--- src/source/ex_pkg.sv ---
package ex_pkg;

    localparam int unsigned XLEN       = 32;  // Data and address width
    localparam int unsigned SHAMT_W    = 5;   // Shift amount width
    localparam int unsigned PHT_IDX_W  = 11;  // PHT index width
    localparam int unsigned REG_ADDR_W = 5;   // Register file address width
    localparam int unsigned LSU_OP_W   = 5;   // Load/store operation code width

    typedef logic [XLEN-1:0] word_t;

    localparam word_t      INST_BYTES = 'd4;        // PC step to the next instruction
    localparam logic [6:0] FUNCT7_ALT = 7'b0100000; // Selects SUB and SRA

    // RV32I major opcodes handled by this stage
    typedef enum logic [6:0] {
        OP_LUI    = 7'b0110111,
        OP_AUIPC  = 7'b0010111,
        OP_JAL    = 7'b1101111,
        OP_JALR   = 7'b1100111,
        OP_BRANCH = 7'b1100011,
        OP_LOAD   = 7'b0000011,
        OP_STORE  = 7'b0100011,
        OP_IMM    = 7'b0010011,
        OP_REG    = 7'b0110011
    } opcode_e;

    typedef enum logic [2:0] {
        F3_ADDSUB = 3'b000,
        F3_SLL    = 3'b001,
        F3_SLT    = 3'b010,
        F3_SLTU   = 3'b011,
        F3_XOR    = 3'b100,
        F3_SRLSRA = 3'b101,
        F3_OR     = 3'b110,
        F3_AND    = 3'b111
    } alu_f3_e;

    typedef enum logic [2:0] {
        F3_BEQ  = 3'b000,
        F3_BNE  = 3'b001,
        F3_BLT  = 3'b100,
        F3_BGE  = 3'b101,
        F3_BLTU = 3'b110,
        F3_BGEU = 3'b111
    } br_f3_e;

    typedef enum logic [1:0] {
        SRC_RS  = 2'b00,
        SRC_PC  = 2'b01,
        SRC_IMM = 2'b10   // 2'b11 selects zero
    } src_sel_e;

    // Decoded instruction from the ID/EX register
    typedef struct packed {
        word_t                 pc;
        opcode_e               opcode;
        logic [2:0]            funct3;
        logic [6:0]            funct7;
        word_t                 rs1_data;
        word_t                 rs2_data;
        word_t                 imm;
        src_sel_e              src1_sel;
        src_sel_e              src2_sel;
        logic [REG_ADDR_W-1:0] rd_addr;
        logic                  reg_write;
        logic [LSU_OP_W-1:0]   load_store_op;
        logic                  branch_inst;  // Conditional branch
        logic                  jal_inst;
        logic                  jalr_inst;
    } id_ex_t;

    // Forwarding controls and bypass data from the later stages
    typedef struct packed {
        logic  rs1_mem;
        logic  rs1_wb;
        logic  rs2_mem;
        logic  rs2_wb;
        word_t mem_data;   // RD data held in EX/MEM
        word_t wb_data;    // RD data held in MEM/WB
    } fwd_t;

    // Prediction made at fetch, carried down with the instruction
    typedef struct packed {
        logic                 taken;
        word_t                target;
        logic [PHT_IDX_W-1:0] pht_index;
        logic [1:0]           pht_data;
        logic                 btb_hit;
        logic [1:0]           branch_type;
    } bpu_pred_t;

    typedef struct packed {
        logic  taken;
        word_t target;
    } redirect_t;

    typedef struct packed {
        logic [PHT_IDX_W-1:0] pht_index;
        logic [1:0]           pht_data;
        logic                 pht_en;
        logic                 ghr_data;
        logic                 ghr_en;
        word_t                btb_addr;
        word_t                btb_data;
        logic                 btb_en;
    } bpu_update_t;

    typedef struct packed {
        word_t                 alu_result;
        word_t                 rd_data;
        word_t                 store_data;
        logic [REG_ADDR_W-1:0] rd_addr;
        logic                  reg_write;
        logic [LSU_OP_W-1:0]   load_store_op;
        redirect_t             redirect;
    } ex_mem_t;

endpackage

--- src/source/alu.sv ---
`timescale 1ns/1ns

module alu (
    input  ex_pkg::id_ex_t id_ex_i,
    input  ex_pkg::word_t  op_a_i,
    input  ex_pkg::word_t  op_b_i,
    output ex_pkg::word_t  result_o
);

    import ex_pkg::*;

    logic                is_sub;
    logic                is_arith;
    logic [SHAMT_W-1:0]  shamt;
    word_t               sum;
    word_t               sll_res;
    word_t               srl_res;
    word_t               sra_res;
    word_t               slt_res;
    word_t               sltu_res;
    word_t               logic_or;
    word_t               logic_xor;
    word_t               logic_and;
    word_t               reg_imm_res;

    // SUB only exists in the register form, ADDI has no funct7
    assign is_sub   = (id_ex_i.opcode == OP_REG) && (id_ex_i.funct7 == FUNCT7_ALT);
    assign is_arith = (id_ex_i.funct7 == FUNCT7_ALT);  // SRA and SRAI
    assign shamt    = op_b_i[SHAMT_W-1:0];

    assign sum       = is_sub ? (op_a_i - op_b_i) : (op_a_i + op_b_i);
    assign sll_res   = op_a_i << shamt;
    assign srl_res   = op_a_i >> shamt;
    assign sra_res   = word_t'($signed(op_a_i) >>> shamt);
    assign slt_res   = word_t'($signed(op_a_i) < $signed(op_b_i));
    assign sltu_res  = word_t'(op_a_i < op_b_i);
    assign logic_or  = op_a_i | op_b_i;
    assign logic_xor = op_a_i ^ op_b_i;
    assign logic_and = op_a_i & op_b_i;

    // Shared by OP_IMM and OP_REG
    always_comb begin
        case (alu_f3_e'(id_ex_i.funct3))
            F3_ADDSUB: reg_imm_res = sum;
            F3_SLL:    reg_imm_res = sll_res;
            F3_SLT:    reg_imm_res = slt_res;
            F3_SLTU:   reg_imm_res = sltu_res;
            F3_XOR:    reg_imm_res = logic_xor;
            F3_SRLSRA: reg_imm_res = is_arith ? sra_res : srl_res;
            F3_OR:     reg_imm_res = logic_or;
            F3_AND:    reg_imm_res = logic_and;
            default:   reg_imm_res = '0;
        endcase
    end

    always_comb begin
        case (id_ex_i.opcode)
            OP_LUI:    result_o = id_ex_i.imm;
            OP_AUIPC,
            OP_JAL,
            OP_BRANCH,                           // Branch target
            OP_LOAD,
            OP_STORE:  result_o = sum;           // Address or target
            OP_JALR:   result_o = {sum[XLEN-1:1], 1'b0};
            OP_IMM,
            OP_REG:    result_o = reg_imm_res;
            default:   result_o = '0;
        endcase
    end

endmodule

--- src/source/branch_resolve.sv ---
`timescale 1ns/1ns

module branch_resolve (
    input  ex_pkg::id_ex_t      id_ex_i,
    input  ex_pkg::bpu_pred_t   bpu_pred_i,
    input  ex_pkg::word_t       rs1_val_i,
    input  ex_pkg::word_t       rs2_val_i,
    input  ex_pkg::word_t       target_i,
    output ex_pkg::redirect_t   redirect_o,
    output ex_pkg::bpu_update_t bpu_update_o
);

    import ex_pkg::*;

    logic  cond;
    logic  actual_taken;
    logic  any_jump;
    word_t pc_next;

    // Condition on the forwarded register values
    always_comb begin
        case (br_f3_e'(id_ex_i.funct3))
            F3_BEQ:  cond = (rs1_val_i == rs2_val_i);
            F3_BNE:  cond = (rs1_val_i != rs2_val_i);
            F3_BLT:  cond = ($signed(rs1_val_i) < $signed(rs2_val_i));
            F3_BGE:  cond = ($signed(rs1_val_i) >= $signed(rs2_val_i));
            F3_BLTU: cond = (rs1_val_i < rs2_val_i);
            F3_BGEU: cond = (rs1_val_i >= rs2_val_i);
            default: cond = 1'b0;
        endcase
    end

    assign actual_taken = (id_ex_i.branch_inst && cond) || id_ex_i.jal_inst
                          || id_ex_i.jalr_inst;
    assign any_jump     = id_ex_i.branch_inst || id_ex_i.jal_inst || id_ex_i.jalr_inst;
    assign pc_next      = id_ex_i.pc + INST_BYTES;

    // Compare the guess with the real outcome
    always_comb begin
        redirect_o.taken  = 1'b0;
        redirect_o.target = pc_next;
        case ({bpu_pred_i.taken, actual_taken})
            2'b01: begin
                redirect_o.taken  = 1'b1;
                redirect_o.target = target_i;
            end
            2'b10: begin
                redirect_o.taken  = 1'b1;                  // Fall through was right
            end
            2'b11: begin
                // Direct targets come from the BTB exactly, JALR can still miss
                if (id_ex_i.jalr_inst && (bpu_pred_i.target != target_i)) begin
                    redirect_o.taken  = 1'b1;
                    redirect_o.target = target_i;
                end
            end
            default: begin
                redirect_o.taken  = 1'b0;
            end
        endcase
    end

    always_comb begin
        bpu_update_o.pht_index = bpu_pred_i.pht_index;
        if (actual_taken) begin
            bpu_update_o.pht_data = (bpu_pred_i.pht_data == 2'b11) ?
                                    2'b11 : bpu_pred_i.pht_data + 2'd1;
        end else begin
            bpu_update_o.pht_data = (bpu_pred_i.pht_data == 2'b00) ?
                                    2'b00 : bpu_pred_i.pht_data - 2'd1;
        end
        bpu_update_o.pht_en   = id_ex_i.branch_inst;
        bpu_update_o.ghr_data = actual_taken;
        bpu_update_o.ghr_en   = id_ex_i.branch_inst;
        bpu_update_o.btb_addr = id_ex_i.pc;
        bpu_update_o.btb_data = {target_i[XLEN-1:2], bpu_pred_i.branch_type};
        bpu_update_o.btb_en   = !bpu_pred_i.btb_hit && any_jump;  // Allocate on miss only
    end

endmodule

--- src/source/ex_mem_reg.sv ---
`timescale 1ns/1ns

module ex_mem_reg (
    input  logic                CLK,
    input  logic                RST,
    input  ex_pkg::id_ex_t      id_ex_i,
    input  logic                load_stall_i,
    input  ex_pkg::word_t       alu_result_i,
    input  ex_pkg::word_t       rs2_val_i,
    input  ex_pkg::redirect_t   redirect_i,
    input  ex_pkg::bpu_update_t bpu_update_i,
    output ex_pkg::ex_mem_t     ex_mem_o,
    output ex_pkg::bpu_update_t bpu_update_o
);

    import ex_pkg::*;

    ex_mem_t entry_d;
    word_t   rd_data;
    logic    bubble;

    // Link address for jumps, nothing for branch and store
    always_comb begin
        case (id_ex_i.opcode)
            OP_JAL,
            OP_JALR:   rd_data = id_ex_i.pc + INST_BYTES;
            OP_BRANCH,
            OP_STORE:  rd_data = '0;
            default:   rd_data = alu_result_i;
        endcase
    end

    always_comb begin
        entry_d.alu_result    = alu_result_i;
        entry_d.rd_data       = rd_data;
        entry_d.store_data    = rs2_val_i;     // Forwarded rs2
        entry_d.rd_addr       = id_ex_i.rd_addr;
        entry_d.reg_write     = id_ex_i.reg_write;
        entry_d.load_store_op = id_ex_i.load_store_op;
        entry_d.redirect      = redirect_i;
    end

    // The instruction behind a redirect is on the wrong path
    assign bubble = load_stall_i || ex_mem_o.redirect.taken;

    always_ff @(posedge CLK) begin
        if (RST || bubble) begin
            ex_mem_o     <= '0;
            bpu_update_o <= '0;
        end else begin
            ex_mem_o     <= entry_d;
            bpu_update_o <= bpu_update_i;
        end
    end

endmodule

--- src/source/execute_stage.sv ---
`timescale 1ns/1ns

module execute_stage (
    input  logic                CLK,
    input  logic                RST,
    input  ex_pkg::id_ex_t      id_ex_i,
    input  ex_pkg::fwd_t        fwd_i,
    input  ex_pkg::bpu_pred_t   bpu_pred_i,
    input  logic                load_stall_i,
    output ex_pkg::ex_mem_t     ex_mem_o,
    output ex_pkg::bpu_update_t bpu_update_o
);

    import ex_pkg::*;

    word_t       rs1_val;
    word_t       rs2_val;
    word_t       op_a;
    word_t       op_b;
    word_t       alu_result;
    redirect_t   redirect;
    bpu_update_t bpu_update;

    operand_select u_operand_select (
        .id_ex_i   (id_ex_i),
        .fwd_i     (fwd_i),
        .rs1_val_o (rs1_val),
        .rs2_val_o (rs2_val),
        .op_a_o    (op_a),
        .op_b_o    (op_b)
    );

    alu u_alu (
        .id_ex_i  (id_ex_i),
        .op_a_i   (op_a),
        .op_b_i   (op_b),
        .result_o (alu_result)
    );

    // ALU sum doubles as the branch and jump target
    branch_resolve u_branch_resolve (
        .id_ex_i      (id_ex_i),
        .bpu_pred_i   (bpu_pred_i),
        .rs1_val_i    (rs1_val),
        .rs2_val_i    (rs2_val),
        .target_i     (alu_result),
        .redirect_o   (redirect),
        .bpu_update_o (bpu_update)
    );

    ex_mem_reg u_ex_mem_reg (
        .CLK          (CLK),
        .RST          (RST),
        .id_ex_i      (id_ex_i),
        .load_stall_i (load_stall_i),
        .alu_result_i (alu_result),
        .rs2_val_i    (rs2_val),
        .redirect_i   (redirect),
        .bpu_update_i (bpu_update),
        .ex_mem_o     (ex_mem_o),
        .bpu_update_o (bpu_update_o)
    );

endmodule

--- src/source/operand_select.sv ---
`timescale 1ns/1ns

module operand_select (
    input  ex_pkg::id_ex_t id_ex_i,
    input  ex_pkg::fwd_t   fwd_i,
    output ex_pkg::word_t  rs1_val_o,
    output ex_pkg::word_t  rs2_val_o,
    output ex_pkg::word_t  op_a_o,
    output ex_pkg::word_t  op_b_o
);

    import ex_pkg::*;

    // MEM bypass beats WB bypass, which beats the register file
    function automatic word_t fwd_pick(
        input logic  mem_hit,
        input logic  wb_hit,
        input word_t mem_data,
        input word_t wb_data,
        input word_t rf_data
    );
        word_t val;
        if (mem_hit) begin
            val = mem_data;
        end else if (wb_hit) begin
            val = wb_data;
        end else begin
            val = rf_data;
        end
        return val;
    endfunction

    function automatic word_t src_pick(
        input src_sel_e sel,
        input word_t    rs_val,
        input word_t    pc,
        input word_t    imm
    );
        word_t val;
        case (sel)
            SRC_RS:  val = rs_val;
            SRC_PC:  val = pc;
            SRC_IMM: val = imm;
            default: val = '0;       // Unused select reads as zero
        endcase
        return val;
    endfunction

    word_t rs1_fwd;
    word_t rs2_fwd;

    always_comb begin
        rs1_fwd = fwd_pick(fwd_i.rs1_mem, fwd_i.rs1_wb, fwd_i.mem_data,
                           fwd_i.wb_data, id_ex_i.rs1_data);
        rs2_fwd = fwd_pick(fwd_i.rs2_mem, fwd_i.rs2_wb, fwd_i.mem_data,
                           fwd_i.wb_data, id_ex_i.rs2_data);
    end

    assign rs1_val_o = rs1_fwd;      // Also feeds branch compare
    assign rs2_val_o = rs2_fwd;      // Also feeds store data

    assign op_a_o = src_pick(id_ex_i.src1_sel, rs1_fwd, id_ex_i.pc, id_ex_i.imm);
    assign op_b_o = src_pick(id_ex_i.src2_sel, rs2_fwd, id_ex_i.pc, id_ex_i.imm);

endmodule

--- config.mk ---
export PLATFORM = sky130hd
export DESIGN_NAME = execute_stage
export DESIGN_NICKNAME = d
export VERILOG_FILES = /design/src/source/ex_pkg.sv /design/src/source/alu.sv /design/src/source/branch_resolve.sv /design/src/source/ex_mem_reg.sv /design/src/source/execute_stage.sv /design/src/source/operand_select.sv
export SDC_FILE = /design/constraint.sdc
export NUM_CORES = 1
export LEC_CHECK = 0
export BUFFER_PORTS_ARGS = -buffer_cell sky130_fd_sc_hd__buf_2
export CAP_MARGIN = 20
export CORE_UTILIZATION = 30
export CTS_CLUSTER_SIZE = 16
export DETAILED_ROUTE_END_ITERATION = 16
export GPL_TIMING_DRIVEN = 1
export SYNTH_ARGS = -nofsm -noshare
export SYNTH_HDL_FRONTEND = slang
export SYNTH_SLANG_ARGS = --single-unit
--- constraint.sdc ---
create_clock -name CLK -period 21.8 [get_ports CLK]
set_input_delay 4.36 -clock CLK [delete_from_list [all_inputs] [get_ports CLK]]
set_output_delay 4.36 -clock CLK [all_outputs]
set_load 0.005 [all_outputs]
==> results of run 1 <==
[worst paths after layout]
path                                        start                               endpoint
max                                     fwd_i[64]    u_ex_mem_reg.ex_mem_o[2]$_SDFF_PP0_
min          u_ex_mem_reg.ex_mem_o[32]$_SDFF_PP0_   u_ex_mem_reg.ex_mem_o[35]$_SDFF_PP0_
max reg2reg  u_ex_mem_reg.ex_mem_o[32]$_SDFF_PP0_  u_ex_mem_reg.ex_mem_o[107]$_SDFF_PP0_
min reg2reg  u_ex_mem_reg.ex_mem_o[32]$_SDFF_PP0_   u_ex_mem_reg.ex_mem_o[35]$_SDFF_PP0_
[flip-flops by register name, summed over array words and instances (netlist names)]
signal and cells:
u_ex_mem_reg.bpu_update_o 80, u_ex_mem_reg.ex_mem_o 110
[per-layer routing]
layer | GRT usage | up-vias | part of all wire
li1 | - | 11900 | -
met3 | 0.0740 | 329 | 0.093
met1 | 0.459 | 13100 | 0.40
met5 | 0 | - | 0.00026
met2 | 0.570 | 1721 | 0.44
met4 | 0.244 | 6 | 0.074
[where the power goes]
part / leakage [nW] / total, mW / switching (mW) / internal [mW]
clock: 0.308 / 0.345 / 0.183 / 0.162
sequential: 1.55 / 0.362 / 0.00387 / 0.358
combinational: 9.35 / 0.732 / 0.509 / 0.223
total: 11.2 / 1.44 / 0.696 / 0.743
[worst max-delay path, stage by stage]
cell and delay (ns):
buf_2 0.68, mux2_4 0.39, a22o_2 0.55, nor2_8 0.44, inv_4 0.34, ha_1 0.37, fa_1 0.50, nor3b_1 0.18
o311ai_0 0.72, a311oi_1 0.26, o211ai_1 0.57, a211oi_1 0.20, o21ai_1 0.19, a21oi_1 0.09, nor3_1 0.25, nor4_1 0.10
o31ai_1 0.86, xor2_1 0.14, a2111oi_1 0.55, a41oi_4 0.16, buf_4 0.38, or4b_1 0.58, nand3_1 0.10
[metrics by stage]
step | instances | hold slack, ns | power (mW) | utilization | area (um^2)
floorplan | 3035 | 0.710 | 0.779 | - | 21900
global placement | 4304 | 0.788 | 1.08 | 0.348 | 25000
detailed placement | 4305 | 0.779 | 1.07 | 0.348 | 25000
CTS | 4337 | 0.779 | 1.41 | 0.357 | 25700
global route | 4346 | 0.788 | 1.49 | 0.358 | 25700
finish | 4347 | 0.767 | 1.44 | 0.358 | 25700
[cells by family (layout without fill, tap and decap cells)]
| family | count (synthesis) | after routing | share of synthesized area |
|---|---|---|---|
| AO/OA/AOI/OAI | 1024 | 1024 | 0.316 |
| XOR/XNOR | 73 | 73 | 0.0292 |
| adder cells (fa/ha/maj) | 137 | 137 | 0.0788 |
| buffers and inverters | 374 | 730 | 0.0768 |
| flip-flops | 190 | 190 | 0.174 |
| multiplexers | 132 | 132 | 0.0665 |
| other | 0 | 6 | 0 |
| AND/OR/NAND/NOR | 1105 | 1105 | 0.259 |
[synthesized netlist by cell type (14+ instances only)]
cell type / n / area share
nand4_1: 38 / 0.011
a31oi_1: 22 / 0.0063
mux2_2: 55 / 0.028
a22oi_1: 68 / 0.023
o211ai_1: 43 / 0.015
nand3b_1: 39 / 0.013
mux2_1: 17 / 0.0087
o21a_1: 23 / 0.0079
nand2b_1: 15 / 0.0043
a22o_1: 56 / 0.022
o22ai_1: 49 / 0.014
a21o_1: 33 / 0.011
nor4_1: 32 / 0.0091
o21ai_0: 147 / 0.034
buf_2: 39 / 0.0089
nand3_1: 70 / 0.016
o31ai_1: 20 / 0.0069
nor4_2: 22 / 0.013
and2_1: 77 / 0.022
dfxtp_1: 190 / 0.17
nor2b_1: 24 / 0.0069
mux2i_1: 54 / 0.025
a211o_1: 21 / 0.0084
a221oi_1: 14 / 0.0056
ha_1: 133 / 0.076
inv_1: 108 / 0.019
nand2_1: 247 / 0.042
nor3_1: 117 / 0.027
buf_1: 30 / 0.0051
nor2_1: 323 / 0.055
buf_4: 36 / 0.012
a21oi_1: 299 / 0.068
clkbuf_1: 144 / 0.025
a211oi_1: 70 / 0.024
nor3_2: 14 / 0.0064
xor2_1: 22 / 0.0088
or2_2: 16 / 0.0046
xnor2_1: 51 / 0.020
[cell type report]
type	count	area, um^2	share of cell area
antenna	6	15.0	0.000584
sequential	190	3800	0.148
tap	950	1190	0.0462
inverter	113	427	0.0166
clock buffer	17	425	0.0165
clock inverter	15	218	0.00846
multi-input combinational	2471	16500	0.641
timing repair buffer	585	3150	0.122
==> summary.txt, run 1 <==
Clocking
  • CTS sink cnt: 190
  • Clk Latency, worst-skew pair: about 0.49 ns
  • Post-cts sizing count: 0
  • Worst-path clk slew: 0.09 ns
  • CTS tree: yes
  • Postcts setup bufs: 0
  • H-tree levels: 4
  • TritonCTS buffer count: 17
  • Clock Tree Root: clkbuf_16
  • Clock Path Buffers: 2
  • CTS Hold Bufs: 0

Yosys
  • Syn_area_per_cell: 7.21 um^2
  • Mapped Cells: ~3000
  • Dominant synthesized flop cell: dfxtp_1
  • Post-Syn Area: 21900 um^2
  • Yosys cell types: approximately 110
  • Syn nets: 3453
  • EDFF count, synth: 0
  • Seq/Total Area, Yosys: 0.174
  • Synth async-reset ratio: 0
  • Synth Register Bits: 190
  • Yosys warns: 0

Global route
  • Total track usage: 0.367
  • Vias in the first global route: 25100
  • Total congestion overflow: 0
  • First-pass GRT wire length: 194 mm
  • Largest net degree at the start of global routing: 78
  • Initial antenna violation count: 11

Power
  • PD cells: 55.9 nW/um^2
  • Leak: ~11 nW
  • Peak supply drop: about 0.076 mV

Drt
  • Via density: 6.23
  • Routed vias: 27100
  • DR iter-0 viols: 3949
  • DRC violations left: 0
  • Routed Antenna Nets: 0
  • WL final: 142 mm
  • Drt wl/cell: 32.6 um
  • Pre-antenna DRT Iters: 8

Setup path
  • Reg2reg setup slack: 18.95 ns
  • CP Class: input pin to flip-flop
  • Setup crit start kind: input pin
  • Worst Path Max Fanout: 65
  • CP arrival: 13.04 ns
  • CP required: 22.21 ns
  • Crit end category: flip-flop
  • Worst R2R Path Depth: 4

Floorplanning
  • Die Y: ~270 um
  • IO Pins: 504
  • Initial core utilization: 0.305
  • Die area: between 70000 and 80000 um^2
  • # rows: 98
  • Core area: 71900 um^2
  • Die W: between 200 and 300 um

STA
  • Post-route setup slack: 9.17 ns
  • Worst slew pin tran: 1.34 ns
  • Setup_tns: 0 ns
  • Hold Vio Cnt, Final: 0
  • RSZ-0062 raised after global routing: no
  • Slew margin rel.: 0.104
  • Max frequency: 0.0792 GHz
  • Tcrit/Tclk final: 0.579
  • Period minus WS final: between 10 and 15 ns
  • Final setup fails: 0
  • Final Max Slew Viols: 0
  • Clock skew: 0.0200 ns

Run
  • Max-cap violation count: 0

Final layout
  • Area grow syn2layout: 17.5%
  • Most frequent cells in the layout: buf_2, nor2_1, a21oi_1, nand2_1, dfxtp_1
  • Commonest non-fill, non-tap cell in the layout: buf_2
  • Share of cells above drive strength 1: 0.232
  • Fillcell total: 7854
  • Final #Nets: 3796

Placed design
  • HPWL after DPL: 114 mm
  • I/O Buffers: 503
  • Routability cong.: 1.09
  • Pre-CTS setup slack: 8.91 ns

Hold path
  • Worst Hold Class: flip-flop to flip-flop
  • Hold path depth: 2

Run status
  • Outcome: finished, final reports clean
(Power assumes the default switching activity.)
==> run 2, diff against run 1 <==
Clock period 21.8 ns to 10.9 ns, I/O delays scaled along.
==> summary.txt, run 2 (synthesis gave the netlist of run 1 again) <==
STA
  • RSZ-0062 raised after global routing: no
  • Hold Vio Cnt, Final: 0 (unchanged)
  • Clock skew: 0.0260 ns (+0.00602 ns)
  • Slew margin rel.: 0.119 (+0.0157)
  • Tcrit/Tclk final: 0.847
  • Final Max Slew Viols: 0 (unchanged)
  • Final setup fails: 0 (unchanged)
  • Max frequency: 0.108 GHz
  • Period minus WS final: 9.23 ns
  • Worst slew pin tran: 1.31 ns (-0.0323 ns)
  • Setup_tns: 0 ns (unchanged)

Setup path
  • Delay-heaviest family, CP: compound AO/OA/AOI/OAI gates
  • Worst stage delay on the critical path: 0.81 ns (-0.05 ns)
  • Worst path slowest cell: o311ai_0
  • CP Buf/Inv Count: 4 (+1)
  • Cells along the critical path: buf_2 > nor3_4 > buf_4 > a22o_1 > nor2_1 > inv_1 > ha_1 > fa_1 > nor3b_1 > o311ai_0 > a311oi_1 > o211ai_1 > a31oi_1 > nor4_1 > nor4_1 > a22oi_1 > nor2_1 > a211o_1 > nor4_1 > and3_1 > a41oi_4 > buf_4 > a211o_1
  • CP required: 11.26 ns (-10.95 ns)
  • Setup crit start kind: input pin
  • CP arrival: 9.60 ns (-3.44 ns)
  • Crit-path most repeated cell: nor4_1
  • Crit end category: flip-flop
  • CP Class: input pin to flip-flop
  • Worst Path Max Fanout: 42 (-35%)

Power
  • Total power: 2.85 mW (+98%)
  • Cell-internal power: 1.48 mW (+100%)
  • Flop pwr share: 0.254 (+0.002)
  • Logic pwr share: 0.500 (-0.009)
  • Peak supply drop: 0.154 mV (+100%)
  • PD cells: 111 nW/um^2 (+98%)
  • Switching Fraction: 0.479 (-0.00499)
  • Sw power: 1.36 mW (+96%)
  • Leak: 11.2 nW (+0.13%)
  • Clock share of power: 0.245 (+0.005)

Global route
  • Vias in the first global route: 24900 (-0.68%)
  • Initial antenna violation count: 18 (+7)
  • Largest net degree at the start of global routing: 82 (+5.1%)
  • Total congestion overflow: 0 (unchanged)
  • First-pass GRT wire length: 186 mm (-3.9%)
  • Total track usage: 0.348 (-0.0187)

Final layout
  • Area grow syn2layout: 17.5% (about the same)
  • Most frequent cells in the layout: buf_2, nor2_1, a21oi_1, nand2_1, dfxtp_1
  • Final instance area: 25700 um^2 (about the same)
  • Largest register FFs: 110 (unchanged)
  • Share of cells above drive strength 1: 0.232 (about the same)
  • Final #Nets: 3798 (+0.053%)
  • Final Core Density: 0.358 (about the same)
  • Biggest register: u_ex_mem_reg.ex_mem_o
  • Commonest non-fill, non-tap cell in the layout: buf_2
  • Top Registers: u_ex_mem_reg.ex_mem_o: 110 flops, u_ex_mem_reg.bpu_update_o: 80 flops

Hold path
  • Worst Hold Class: flip-flop to flip-flop

Clocking
  • CTS sink cnt: 190 (unchanged)
  • CTS Hold Bufs: 0 (unchanged)
  • Worst-path clk slew: 0.08 ns (about the same)
  • Post-cts sizing count: 0 (unchanged)
  • Clk Latency, worst-skew pair: 0.50 ns (about the same)
  • H-tree levels: 4 (unchanged)
  • Postcts setup bufs: 0 (unchanged)
  • TritonCTS buffer count: 17 (unchanged)
  • CTS tree: yes
  • Clock Path Buffers: 2 (unchanged)
  • Clock Tree Root: clkbuf_16

Floorplanning
  • Die Y: 272 um (unchanged)
  • Initial core utilization: 0.305 (unchanged)
  • Core area: 71900 um^2 (unchanged)
  • Die area: 74000 um^2 (unchanged)
  • # rows: 98 (unchanged)
  • IO Pins: 504 (unchanged)
  • Die W: 272 um (unchanged)

Drt
  • DRC violations left: 0 (unchanged)
  • Via density: 6.28 (+0.79%)
  • Pre-antenna DRT Iters: 6 (-2)
  • Routed Antenna Nets: 0 (unchanged)
  • Drt wl/cell: 30.8 um (-5.3%)
  • WL final: 134 mm (-5.2%)
  • DR iter-0 viols: 4555 (+15%)
  • Routed vias: 27300 (+0.90%)

Placed design
  • I/O Buffers: 503 (unchanged)
  • HPWL after DPL: 108 mm (-5.5%)
  • Routability cong.: 1.12 (+3.1%)
  • Placed standard-cell area: 25000 um^2 (about the same)

Run status
  • Outcome: finished, final reports clean

Run
  • Max-cap violation count: 0 (unchanged)
## run 2: metrics by stage
| stage | instances | worst slack [ns] | hold slack, ns |
|---|---|---|---|
| after CTS | 4340 | 2.00 | 0.954 |
| after floorplan | 3035 | 2.67 | 0.710 |
| after global placement | 4307 | 1.51 | 0.940 |
| after detailed placement | 4308 | 1.51 | 0.945 |
| after global routing | 4345 | 1.28 | 0.962 |
| final | 4352 | 1.67 | 0.930 |
## run 2: power groups by stage
stage / clock network (mW) / registers (mW) / logic (mW)
2_1_floorplan: 0 / 0.742 / 0.816
3_3_place_gp: 0 / 0.741 / 1.36
3_5_place_dp: 0 / 0.741 / 1.35
4_1_cts: 0.703 / 0.725 / 1.36
5_1_grt: 0.728 / 0.726 / 1.48
6_report: 0.698 / 0.725 / 1.43
## run 2: path summary, 6_finish.rpt
| kind | startpoint | endpoint | slack [ns] | depth (start not counted) |
|---|---|---|---|---|
| worst min register to register | u_ex_mem_reg.ex_mem_o[32]$_SDFF_PP0_ | u_ex_mem_reg.bpu_update_o[21]$_SDFF_PP0_ | 0.93 | 2 |
| worst max register to register | u_ex_mem_reg.ex_mem_o[32]$_SDFF_PP0_ | u_ex_mem_reg.ex_mem_o[107]$_SDFF_PP0_ | 8.20 | 4 |
| worst min-delay path | u_ex_mem_reg.ex_mem_o[32]$_SDFF_PP0_ | u_ex_mem_reg.bpu_update_o[21]$_SDFF_PP0_ | 0.93 | 2 |
| worst max-delay path | fwd_i[67] | u_ex_mem_reg.ex_mem_o[11]$_SDFF_PP0_ | 1.67 | 23 |
## run 2: layout make-up
cell class                 instances  area [um^2]
tap                              950         1190
clock buffer                      17          425
timing repair buffer             587         3150
multi-input combinational       2471        16500
sequential                       190         3800
fill                            7719        46100
antenna                            9         22.5
clock inverter                    15          220
inverter                         113          427
## run 2: per-layer routing
metal	up-vias	GRT usage	wire length [um]
li1	11900	-	-
met1	13100	0.416	49900
met2	1919	0.546	58200
met3	412	0.0799	14100
met4	6	0.258	11900
met5	-	0	46
## run 2: tightest hold or removal path, stage by stage (launching register included)
cell and delay, ns:
dfxtp_1 0.48, or3_2 0.33, nor2_1 0.08
